<file path="src/hw/microOp_consts.svh">
`ifndef MICRO_OP_CONSTS_SVH
`define MICRO_OP_CONSTS_SVH

// Instruction word and register file geometry
`define INSTR_WIDTH 32            // Full ARM instruction word
`define REG_COUNT 16              // Architectural registers R0..R15

// Register numbers that the expander writes into micro-ops
`define PC_REG 4'd15              // Program counter
`define LINK_REG 4'd14            // Link register for BL
`define RZ_REG 4'd15              // Field value that steers a port to scratch Rz

// Address arithmetic of block transfers
`define WORD_BYTES 4              // Bytes per transferred register
`define OFFSET_WIDTH 12           // Immediate offset of a single load/store

// Rotate right by 30 turns a register count into a byte count
`define WB_ROTATE 4'd15

// Data-processing field values
`define DP_IMM_CLASS 3'b001       // Bits 27:25 for immediate data processing
`define SINGLE_IMM_CLASS 3'b010   // Bits 27:25 for single transfer, immediate offset

// Instruction field values used for matching
`define BL_PATTERN 4'b1011        // Bits 27:24 of branch-with-link
`define BLOCK_PATTERN 3'b100      // Bits 27:25 of LDM/STM
`define BX_PATTERN {8'b0001_0010, 12'hFFF, 2'b00}  // Bits 27:6 of BX, excluded from RSR

`endif

</file>
<file path="src/hw/armInstrPkg.sv">
`include "microOp_consts.svh"

package armInstrPkg;

	// Raw instruction word as it leaves fetch
	typedef logic [`INSTR_WIDTH-1:0] instrWord;

	// Register number in any Rn/Rd/Rm field
	typedef logic [3:0] regIndex;

	// One bit per register in an LDM/STM list
	typedef logic [`REG_COUNT-1:0] regList;

	// Decode result of the classifier
	typedef enum logic [1:0] {
		classPlain,           // Goes through untouched
		classRsr,             // Register-shifted-register data processing
		classBranchLink,      // BL
		classBlockTransfer    // LDM/STM with a nonzero list
	} instrClass;

	// Data-processing opcodes the expander emits
	typedef enum logic [3:0] {
		opSub = 4'd2,   // Rd = Rn - op2
		opAdd = 4'd4,   // Rd = Rn + op2
		opMov = 4'd13   // Rd = op2
	} dpOpcode;

endpackage

</file>
<file path="src/hw/microOpPkg.sv">
package microOpPkg;

	// Sequencer state, one per multi-cycle flavour
	typedef enum logic [2:0] {
		stReady,        // Waiting for a new instruction
		stRsr,          // Second half of RSR
		stBranchLink,   // Branch after link save
		stLoadMulti,    // Remaining LDM transfers
		stStoreMulti,   // Remaining STM transfers
		stWriteback     // Base update of LDM/STM
	} seqState;

	// Which micro-op the builder should assemble this cycle
	typedef enum logic [2:0] {
		ukPass,            // Original instruction
		ukRsrShift,        // MOV Rz, Rm shifted by Rs
		ukRsrOp,           // Original op with Rz as operand 2
		ukLinkSave,        // SUB LR, PC, #4
		ukBranch,          // Plain B
		ukFirstTransfer,   // Single transfer from base Rn
		ukNextTransfer,    // Single transfer from Rz + 4
		ukBaseWriteback    // Rn = Rn +/- count * 4
	} uopKind;

	// {initial RA1 mux, Rz on WA3, Rz on RA2, Rz on RA1}
	typedef logic [3:0] rzControl;

	// Register count of a list, 0..16
	typedef logic [4:0] popCount;

endpackage

</file>
<file path="src/hw/instrClassifier.sv">
`include "microOp_consts.svh"

module instrClassifier
	import armInstrPkg::*;
(
	input instrWord instr,
	output instrClass cls
);

	logic isDpRegister;   // Bits 27:25 all zero
	logic isRegShift;     // Bit 7 low, bit 4 high means shift amount in Rs
	logic isBx;           // BX shares the RSR bit pattern
	logic isRsr;
	logic isBl;
	logic isBlock;
	logic listNonEmpty;

	always_comb begin
		isDpRegister = (instr[27:25] == 3'b000);
		isRegShift = ~instr[7] & instr[4];
		isBx = (instr[27:6] == `BX_PATTERN);
		isRsr = isDpRegister & isRegShift & ~isBx;
	end

	always_comb begin
		isBl = (instr[27:24] == `BL_PATTERN);
		listNonEmpty = |instr[15:0];   // Empty list is left to the datapath
		isBlock = (instr[27:25] == `BLOCK_PATTERN) & listNonEmpty;
	end

	// Priority order matters only for documentation, the patterns are disjoint
	always_comb begin
		if (isRsr) begin
			cls = classRsr;
		end else if (isBl) begin
			cls = classBranchLink;
		end else if (isBlock) begin
			cls = classBlockTransfer;
		end else begin
			cls = classPlain;   // Everything else passes through
		end
	end

endmodule

</file>
<file path="src/hw/microOpBuilder.sv">
`include "microOp_consts.svh"

module microOpBuilder
	import armInstrPkg::*;
	import microOpPkg::*;
(
	input instrWord instr,
	input uopKind kind,
	input regIndex nextReg,
	input popCount fullCount,
	input logic [`OFFSET_WIDTH-1:0] startOffset,
	input logic addUp,
	output instrWord uOpInstr
);

	logic [3:0] cond;     // Condition field copied into every micro-op
	regIndex baseReg;     // Rn of the original instruction
	logic loadBit;        // L bit of LDM/STM
	dpOpcode wbOp;        // Base update direction

	assign cond = instr[31:28];
	assign baseReg = instr[19:16];
	assign loadBit = instr[20];
	assign wbOp = instr[23] ? opAdd : opSub;   // U bit of the block transfer

	always_comb begin
		case (kind)
			ukRsrShift: begin
				uOpInstr = {cond, instr[27:25],
					opMov, 1'b0,              // MOV, no flag update
					4'b0000, `RZ_REG,         // Rn unused, result to Rz
					instr[11:0]};             // Keep shift by Rs
			end
			ukRsrOp: begin
				uOpInstr = {instr[31:12],
					8'b0, `RZ_REG};           // No shift, Rm = Rz
			end
			ukLinkSave: begin
				uOpInstr = {cond, `DP_IMM_CLASS,
					opSub, 1'b0,
					`PC_REG, `LINK_REG,       // LR = PC - 4
					4'b0000, 8'(`WORD_BYTES)};
			end
			ukBranch: begin
				uOpInstr = {instr[31:25], 1'b0, instr[23:0]};   // Clear L bit
			end
			ukFirstTransfer: begin
				uOpInstr = {cond, `SINGLE_IMM_CLASS,
					1'b1,                     // Pre-indexed
					addUp,
					1'b0,                     // Word access
					1'b0,                     // No base update
					loadBit,
					baseReg,
					nextReg,
					startOffset};
			end
			ukNextTransfer: begin
				uOpInstr = {cond, `SINGLE_IMM_CLASS,
					1'b1, 1'b1,               // Pre-indexed, add
					1'b0, 1'b0,
					loadBit,
					`RZ_REG,                  // Address chain runs through Rz
					nextReg,
					8'b0, `RZ_REG};           // Offset field 15 marks the Rz step
			end
			ukBaseWriteback: begin
				uOpInstr = {cond, `DP_IMM_CLASS,
					wbOp, 1'b0,
					baseReg, baseReg,         // Rn = Rn +/- imm
					`WB_ROTATE,
					3'b000, fullCount};       // Count ror 30 is count * 4
			end
			default: begin
				uOpInstr = instr;             // Plain instruction
			end
		endcase
	end

endmodule

</file>
<file path="src/hw/microOpExpander.sv">
`include "microOp_consts.svh"

module microOpExpander
	import armInstrPkg::*;
	import microOpPkg::*;
(
	input logic clk,
	input logic reset,
	input instrWord instr,
	input logic stallIn,
	output instrWord uOpInstr,
	output logic instrMux,
	output logic noFlagUpdate,
	output logic uOpStall,
	output logic ldmStmForward,
	output logic prevRsr,
	output rzControl regFileRz
);

	instrClass cls;
	uopKind kind;
	regIndex nextReg;
	popCount remainingAfter;
	popCount fullCount;
	logic [`OFFSET_WIDTH-1:0] startOffset;
	logic addUp;

	instrClassifier classifier (.instr(instr), .cls(cls));

	microOpSequencer sequencer (.clk(clk), .reset(reset), .stallIn(stallIn), .instr(instr),
		.cls(cls), .remainingAfter(remainingAfter), .state(), .kind(kind),
		.uOpStall(uOpStall), .noFlagUpdate(noFlagUpdate), .ldmStmForward(ldmStmForward),
		.prevRsr(prevRsr), .instrMux(instrMux), .regFileRz(regFileRz));

	regListWalker walker (.clk(clk), .reset(reset), .stallIn(stallIn), .instr(instr),
		.kind(kind), .nextReg(nextReg), .remainingAfter(remainingAfter),
		.fullCount(fullCount), .startOffset(startOffset), .addUp(addUp));

	microOpBuilder builder (.instr(instr), .kind(kind), .nextReg(nextReg),
		.fullCount(fullCount), .startOffset(startOffset), .addUp(addUp),
		.uOpInstr(uOpInstr));

endmodule

</file>
<file path="src/hw/microOpSequencer.sv">
module microOpSequencer
	import armInstrPkg::*;
	import microOpPkg::*;
(
	input logic clk,
	input logic reset,
	input logic stallIn,
	input instrWord instr,
	input instrClass cls,
	input popCount remainingAfter,
	output seqState state,
	output uopKind kind,
	output logic uOpStall,
	output logic noFlagUpdate,
	output logic ldmStmForward,
	output logic prevRsr,
	output logic instrMux,
	output rzControl regFileRz
);

	seqState nextState;
	logic writeBack;    // W bit of LDM/STM
	logic moreRegs;     // Another transfer follows this one
	logic seqTail;      // Micro-ops still follow a transfer

	assign writeBack = instr[21];
	assign moreRegs = (remainingAfter != '0);
	assign seqTail = moreRegs | writeBack;

	always_ff @(posedge clk) begin
		if (reset) begin
			state <= stReady;
		end else if (!stallIn) begin
			state <= nextState;   // Stall freezes the sequence
		end
	end

	// Kind depends on state and class only, never on the walker
	always_comb begin
		case (state)
			stReady: begin
				case (cls)
					classRsr: kind = ukRsrShift;
					classBranchLink: kind = ukLinkSave;
					classBlockTransfer: kind = ukFirstTransfer;
					default: kind = ukPass;
				endcase
			end
			stRsr: kind = ukRsrOp;
			stBranchLink: kind = ukBranch;
			stLoadMulti, stStoreMulti: kind = ukNextTransfer;
			stWriteback: kind = ukBaseWriteback;
			default: kind = ukPass;
		endcase
	end

	assign instrMux = (kind != ukPass);   // Any substitution selects the micro-op

	always_comb begin
		nextState = stReady;
		uOpStall = 1'b0;
		noFlagUpdate = 1'b0;
		ldmStmForward = 1'b0;
		prevRsr = 1'b0;
		regFileRz = 4'b0000;
		case (kind)
			ukRsrShift: begin
				nextState = stRsr;
				uOpStall = 1'b1;
				noFlagUpdate = 1'b1;
				regFileRz = 4'b1100;   // RA1 mux plus write to Rz
			end
			ukRsrOp: begin
				prevRsr = 1'b1;
				regFileRz = 4'b0010;   // Operand 2 read from Rz
			end
			ukLinkSave: begin
				nextState = stBranchLink;
				uOpStall = 1'b1;
			end
			ukFirstTransfer: begin
				noFlagUpdate = 1'b1;
				uOpStall = seqTail;
				if (moreRegs) begin
					nextState = instr[20] ? stLoadMulti : stStoreMulti;
				end else if (writeBack) begin
					nextState = stWriteback;
				end
			end
			ukNextTransfer: begin
				ldmStmForward = 1'b1;
				uOpStall = seqTail;
				regFileRz = (state == stLoadMulti) ? 4'b0001 : 4'b0000;
				if (moreRegs) begin
					nextState = state;   // Stay in LDM or STM
				end else if (writeBack) begin
					nextState = stWriteback;
				end
			end
			default: begin
				nextState = stReady;   // Pass, branch and writeback end here
			end
		endcase
	end

endmodule

</file>
<file path="src/hw/regListWalker.sv">
`include "microOp_consts.svh"

module regListWalker
	import armInstrPkg::*;
	import microOpPkg::*;
(
	input logic clk,
	input logic reset,
	input logic stallIn,
	input instrWord instr,
	input uopKind kind,
	output regIndex nextReg,
	output popCount remainingAfter,
	output popCount fullCount,
	output logic [`OFFSET_WIDTH-1:0] startOffset,
	output logic addUp
);

	regList heldList;    // Registers still to be transferred
	regList srcList;     // List this cycle picks from
	regList listAfter;   // List once nextReg is taken out
	logic [`OFFSET_WIDTH-1:0] listBytes;

	// First transfer starts from the instruction, later ones from the register
	assign srcList = (kind == ukFirstTransfer) ? regList'(instr[15:0]) : heldList;

	// Lowest set bit wins, so transfers run in ascending order
	always_comb begin
		nextReg = '0;
		for (int i = `REG_COUNT - 1; i >= 0; i--) begin
			if (srcList[i]) begin
				nextReg = regIndex'(i);
			end
		end
	end

	assign listAfter = srcList & (srcList - regList'(1));   // Clear lowest set bit
	assign remainingAfter = popCount'($countones(listAfter));
	assign fullCount = popCount'($countones(instr[15:0]));

	always_ff @(posedge clk) begin
		if (reset) begin
			heldList <= '0;
		end else if (!stallIn) begin
			heldList <= listAfter;   // Held while the pipe is stalled
		end
	end

	assign listBytes = `OFFSET_WIDTH'(fullCount * `WORD_BYTES);

	// Start address relative to Rn by addressing mode in bits 24:23
	always_comb begin
		case (instr[24:23])
			2'b00: begin   // DA, Rn - 4n + 4
				startOffset = listBytes - `OFFSET_WIDTH'(`WORD_BYTES);
				addUp = 1'b0;
			end
			2'b01: begin   // IA, Rn
				startOffset = '0;
				addUp = 1'b1;
			end
			2'b10: begin   // DB, Rn - 4n
				startOffset = listBytes;
				addUp = 1'b0;
			end
			default: begin   // IB, Rn + 4
				startOffset = `OFFSET_WIDTH'(`WORD_BYTES);
				addUp = 1'b1;
			end
		endcase
	end

endmodule

</file>
<file path="config.mk">
export PLATFORM = sky130hd
export DESIGN_NAME = microOpExpander
export DESIGN_NICKNAME = d
export VERILOG_FILES = /design/src/hw/armInstrPkg.sv /design/src/hw/microOpPkg.sv /design/src/hw/instrClassifier.sv /design/src/hw/microOpBuilder.sv /design/src/hw/microOpExpander.sv /design/src/hw/microOpSequencer.sv /design/src/hw/regListWalker.sv
export VERILOG_INCLUDE_DIRS = /design/src /design/src/hw
export SDC_FILE = /design/constraint.sdc
export NUM_CORES = 1
export LEC_CHECK = 0
export BUFFER_PORTS_ARGS = -buffer_cell sky130_fd_sc_hd__buf_2
export CAP_MARGIN = 20
export CELL_PAD_IN_SITES_DETAIL_PLACEMENT = 1
export CELL_PAD_IN_SITES_GLOBAL_PLACEMENT = 2
export CORE_MARGIN = 8
export CORE_UTILIZATION = 34
export CTS_BUF_LIST = sky130_fd_sc_hd__clkbuf_2 sky130_fd_sc_hd__clkbuf_4 sky130_fd_sc_hd__clkbuf_8
export CTS_CLUSTER_DIAMETER = 100
export DETAILED_ROUTE_END_ITERATION = 7
export GPL_ROUTABILITY_DRIVEN = 0
export PLACE_DENSITY = 0.89
export REMOVE_ABC_BUFFERS = 1
export SYNTH_ARGS = -nofsm -noshare
export SYNTH_HDL_FRONTEND = slang
export SYNTH_HIERARCHICAL = 1
export SYNTH_SLANG_ARGS = --single-unit
</file>
<file path="constraint.sdc">
create_clock -name clk -period 41.8 [get_ports clk]
set_clock_uncertainty 0.05 [all_clocks]
set_input_delay 12.54 -clock clk [delete_from_list [all_inputs] [get_ports clk]]
set_output_delay 12.54 -clock clk [all_outputs]
set_load 0.02 [all_outputs]
</file>
==> impl_metrics.env <==
export IMPL_cts_sinks=18
export IMPL_die_h_um=116
export IMPL_path_cells="buf_2 -> nor4_1 -> a41oi_1 -> a41o_1 -> a21oi_1 -> o22ai_2 -> buf_4 -> and3b_1 -> mux2i_4 -> a21oi_1 -> a22o_1 -> fa_1 -> inv_1 -> fa_1 -> fa_1 -> fa_1 -> ha_1 -> fa_1 -> xor2_1 -> or4_4 -> or3_1 -> a22o_2 -> buf_2"
export IMPL_io_pins=76
export IMPL_clk_pin_slew_ps=80
export IMPL_yosys_area_top_type="fa_1"
export IMPL_grt_max_degree=40
export IMPL_hold_viol=0
export IMPL_r2r_end="sequencer/state[2]"
export IMPL_die_w_um=116
export IMPL_wl_per_cell_um=18.0
export IMPL_synth_seq_cells=18
export IMPL_drive_gt1_frac=0.183
export IMPL_synthAdderAreaFrac=0.155
export IMPL_via_per_inst=5.60
export IMPL_grt_usage=0.174
export IMPL_route_detailed_drc=0
export IMPL_fmax_mhz=30.7
export IMPL_yosys_warnings=6
export IMPL_ys_flop_type="dfxtp_1"
export IMPL_antenna_found_initial=0
export IMPL_stdcell_count=659
export IMPL_cap_violations=0
export IMPL_status="finished, final reports clean"
export IMPL_startpoint="instr[0]"
export IMPL_synthTopCellsByArea="fa_1 (11%), dfxtp_1 (11%), a21oi_1 (6.7%)"
export IMPL_io_buffers=67
export IMPL_dp_hpwl_mm=9.72
export IMPL_place_inst=655
export IMPL_ff_latch_area_um2=360
export IMPL_path_common_cell="fa_1"
export IMPL_multi_input_area_mm2=0.00265
export IMPL_rows=36
export IMPL_yosysUniqueCellTypes=72
export IMPL_nFillCells=1288
export IMPL_path_class="in -> out"
export IMPL_routed_wl_mm=11.9
export IMPL_cts_resized=0
export IMPL_crit_path_start_kind="primary input"
export IMPL_diodes=0
export IMPL_arrival_ps=20010
export IMPL_yosysMostFrequentCell="nor2_1"
export IMPL_post_route_util=0.388
export IMPL_ir_drop_mv=0.0161
export IMPL_setup_tns_ps=0
export IMPL_critPathCapture="uOpStall"
export IMPL_syn_cell_area_mm2=0.00342
export IMPL_tritoncts="done"
export IMPL_async_flop_share=0
export IMPL_slew_viol_final=0
export IMPL_clk_path_buf_depth=2
export IMPL_cpMaxStageDelayCell="and3b_1"
export IMPL_yosys_top_cells_count="nor2_1 (52), inv_1 (49), a21oi_1 (46), nand2_1 (44), o21ai_0 (30)"
export IMPL_setup_viol=0
export IMPL_via_count=3693
export IMPL_drtAntennaViolNets=0
export IMPL_p_per_area_mw_per_mm2=24.8
export IMPL_nNetsFinal=593
export IMPL_cts_buffers=3
export IMPL_synth_compound_area_share=0.277
export IMPL_root_buffer="clkbuf_8"
export IMPL_avgSynthCellArea_um2=7.02
export IMPL_required_ps=29210
export IMPL_cp_max_fo=35
export IMPL_syn_to_final_growth_pct=10.8
export IMPL_grt_pass1_vias=3767
export IMPL_grt_overflow_total=0
export IMPL_synth_edff_count=0
export IMPL_synth_top_family_by_area="simple AND/OR/NAND/NOR gates"
export IMPL_yosys_area_share_simple=0.279
export IMPL_grt_pass1_wl_mm=19.0
export IMPL_first_iter_violations=288
export IMPL_core_area_mm2=0.00977
export IMPL_netlist_instances=487
export IMPL_rrSetupSlack_ps=34650
export IMPL_die_area_mm2=0.0135
export IMPL_rsz0062_at_grt="false"
export IMPL_critPathCaptureType="output port"
export IMPL_post_cts_buffers=0
export IMPL_maxSlewHeadroom=0.331
export IMPL_drt_pass1_iter_count=4
export IMPL_synthMuxAreaShare=0.0424
export IMPL_initial_utilization=0.350
export IMPL_tightest_slew_ps=1000
export IMPL_insertion_delay_ps=260
export IMPL_hold_path_class="reg -> reg"
export IMPL_cp_buffers_inverters=4
export IMPL_synth_xor_area_frac=0.0179
export IMPL_cts_max_level=1
export IMPL_yosysSeqAreaShare=0.105
export IMPL_cp_top_family="adder cells"
export IMPL_critical_path_max_stage_delay_ps=910
export IMPL_reg2regPathDepth=19
export IMPL_holdBufCountCts=0
export IMPL_synth_top_area_frac=0.111
export IMPL_r2r_start="sequencer/state[2]"
export IMPL_cp_num_cells=23
export IMPL_power_leakage_nw=1.67
export IMPL_fin_crit_ps=32600
export IMPL_fin_crit_sh=0.780
per-layer routing:
layer	track usage	wire length (µm)	part of all wire
met2	0.296	5540	0.47
met4	0.0484	214	0.018
met5	0	0	0
met3	0.0259	823	0.069
met1	0.224	5300	0.45
flip-flops by register name (all words and copies together) (netlist names):
signal           count
sequencer/state      3
walker/heldList     15
layout make-up:
cell class | count | area share
Multi-Input combinational cell | 383 | 0.700
Timing Repair Buffer | 71 | 0.0964
Sequential cell | 18 | 0.0951
Inverter | 50 | 0.0495
Tap cell | 133 | 0.0439
Clock buffer | 4 | 0.0145
worst register-to-register path: stages (launching register included):
cell and delay, ps:
dfxtp_1 600, a311o_1 180, a21boi_0 190, buf_4 250, and3b_1 850, mux2i_4 460
a21oi_1 130, a22o_1 270, fa_1 540, inv_1 50, fa_1 490, fa_1 430
fa_1 480, ha_1 220, fa_1 400, xor2_1 170, or4_4 520, or3_1 350
a32o_1 230, a22o_1 200
placed cells by master, fill, tap and decap left out, types with 4 or more instances in the layout:
| cell type | n |
|---|---|
| buf_2 | 67 |
| nor2_1 | 52 |
| inv_1 | 49 |
| a21oi_1 | 45 |
| nand2_1 | 44 |
| o21ai_0 | 30 |
| fa_1 | 19 |
| dfxtp_1 | 18 |
| nand3_1 | 17 |
| nor3_1 | 13 |
| ha_1 | 12 |
| mux2i_1 | 10 |
| nor2b_1 | 8 |
| a22o_1 | 8 |
| nand4_1 | 7 |
| nand3b_1 | 6 |
| a21o_1 | 6 |
| o21a_1 | 5 |
| nor4_1 | 5 |
| nand2b_1 | 5 |
| and2_1 | 4 |
| o211ai_1 | 4 |
| clkbuf_8 | 4 |
| buf_4 | 4 |
| or2_2 | 4 |
| or3_1 | 4 |
| xor2_1 | 4 |
| a31oi_1 | 4 |
where the power goes:
group | internal, mW | switching [mW] | total (mW)
Combinational | 0.0232 | 0.0383 | 0.0615
Clock | 0.00839 | 0.00681 | 0.0152
Sequential | 0.0172 | 0.000184 | 0.0174
per-stage QoR:
stage               setup WS [ps]  total power [mW]  hold WS, ps  cell area [µm²]
CTS                          9190            0.0950          460             3790
finish                       9200            0.0941          453             3790
floorplan                    8890            0.0607          409             3190
detailed placement           9190            0.0798          448             3730
global placement             9310            0.0769          431             3730
global route                 8760             0.103          492             3790
worst min-delay path by stage:
stage,start,endpoint,slack [ps],cells after the start
floorplan,walker/heldList[7],walker/heldList[7],410,2
global placement,walker/heldList[6],walker/heldList[6],430,2
detailed placement,walker/heldList[6],walker/heldList[6],450,2
CTS,walker/heldList[6],walker/heldList[6],460,2
global route,walker/heldList[6],walker/heldList[6],490,2
finish,walker/heldList[6],walker/heldList[6],450,2
logic make-up after synthesis:
kind of cell,after synthesis
AO/OA/AOI/OAI,143
XOR/XNOR,7
adder cells (fa/ha/maj),31
buffers and inverters,87
flip-flops,18
multiplexers,13
other,1
AND/OR/NAND/NOR,187
Power figures use the tool's default switching activity.
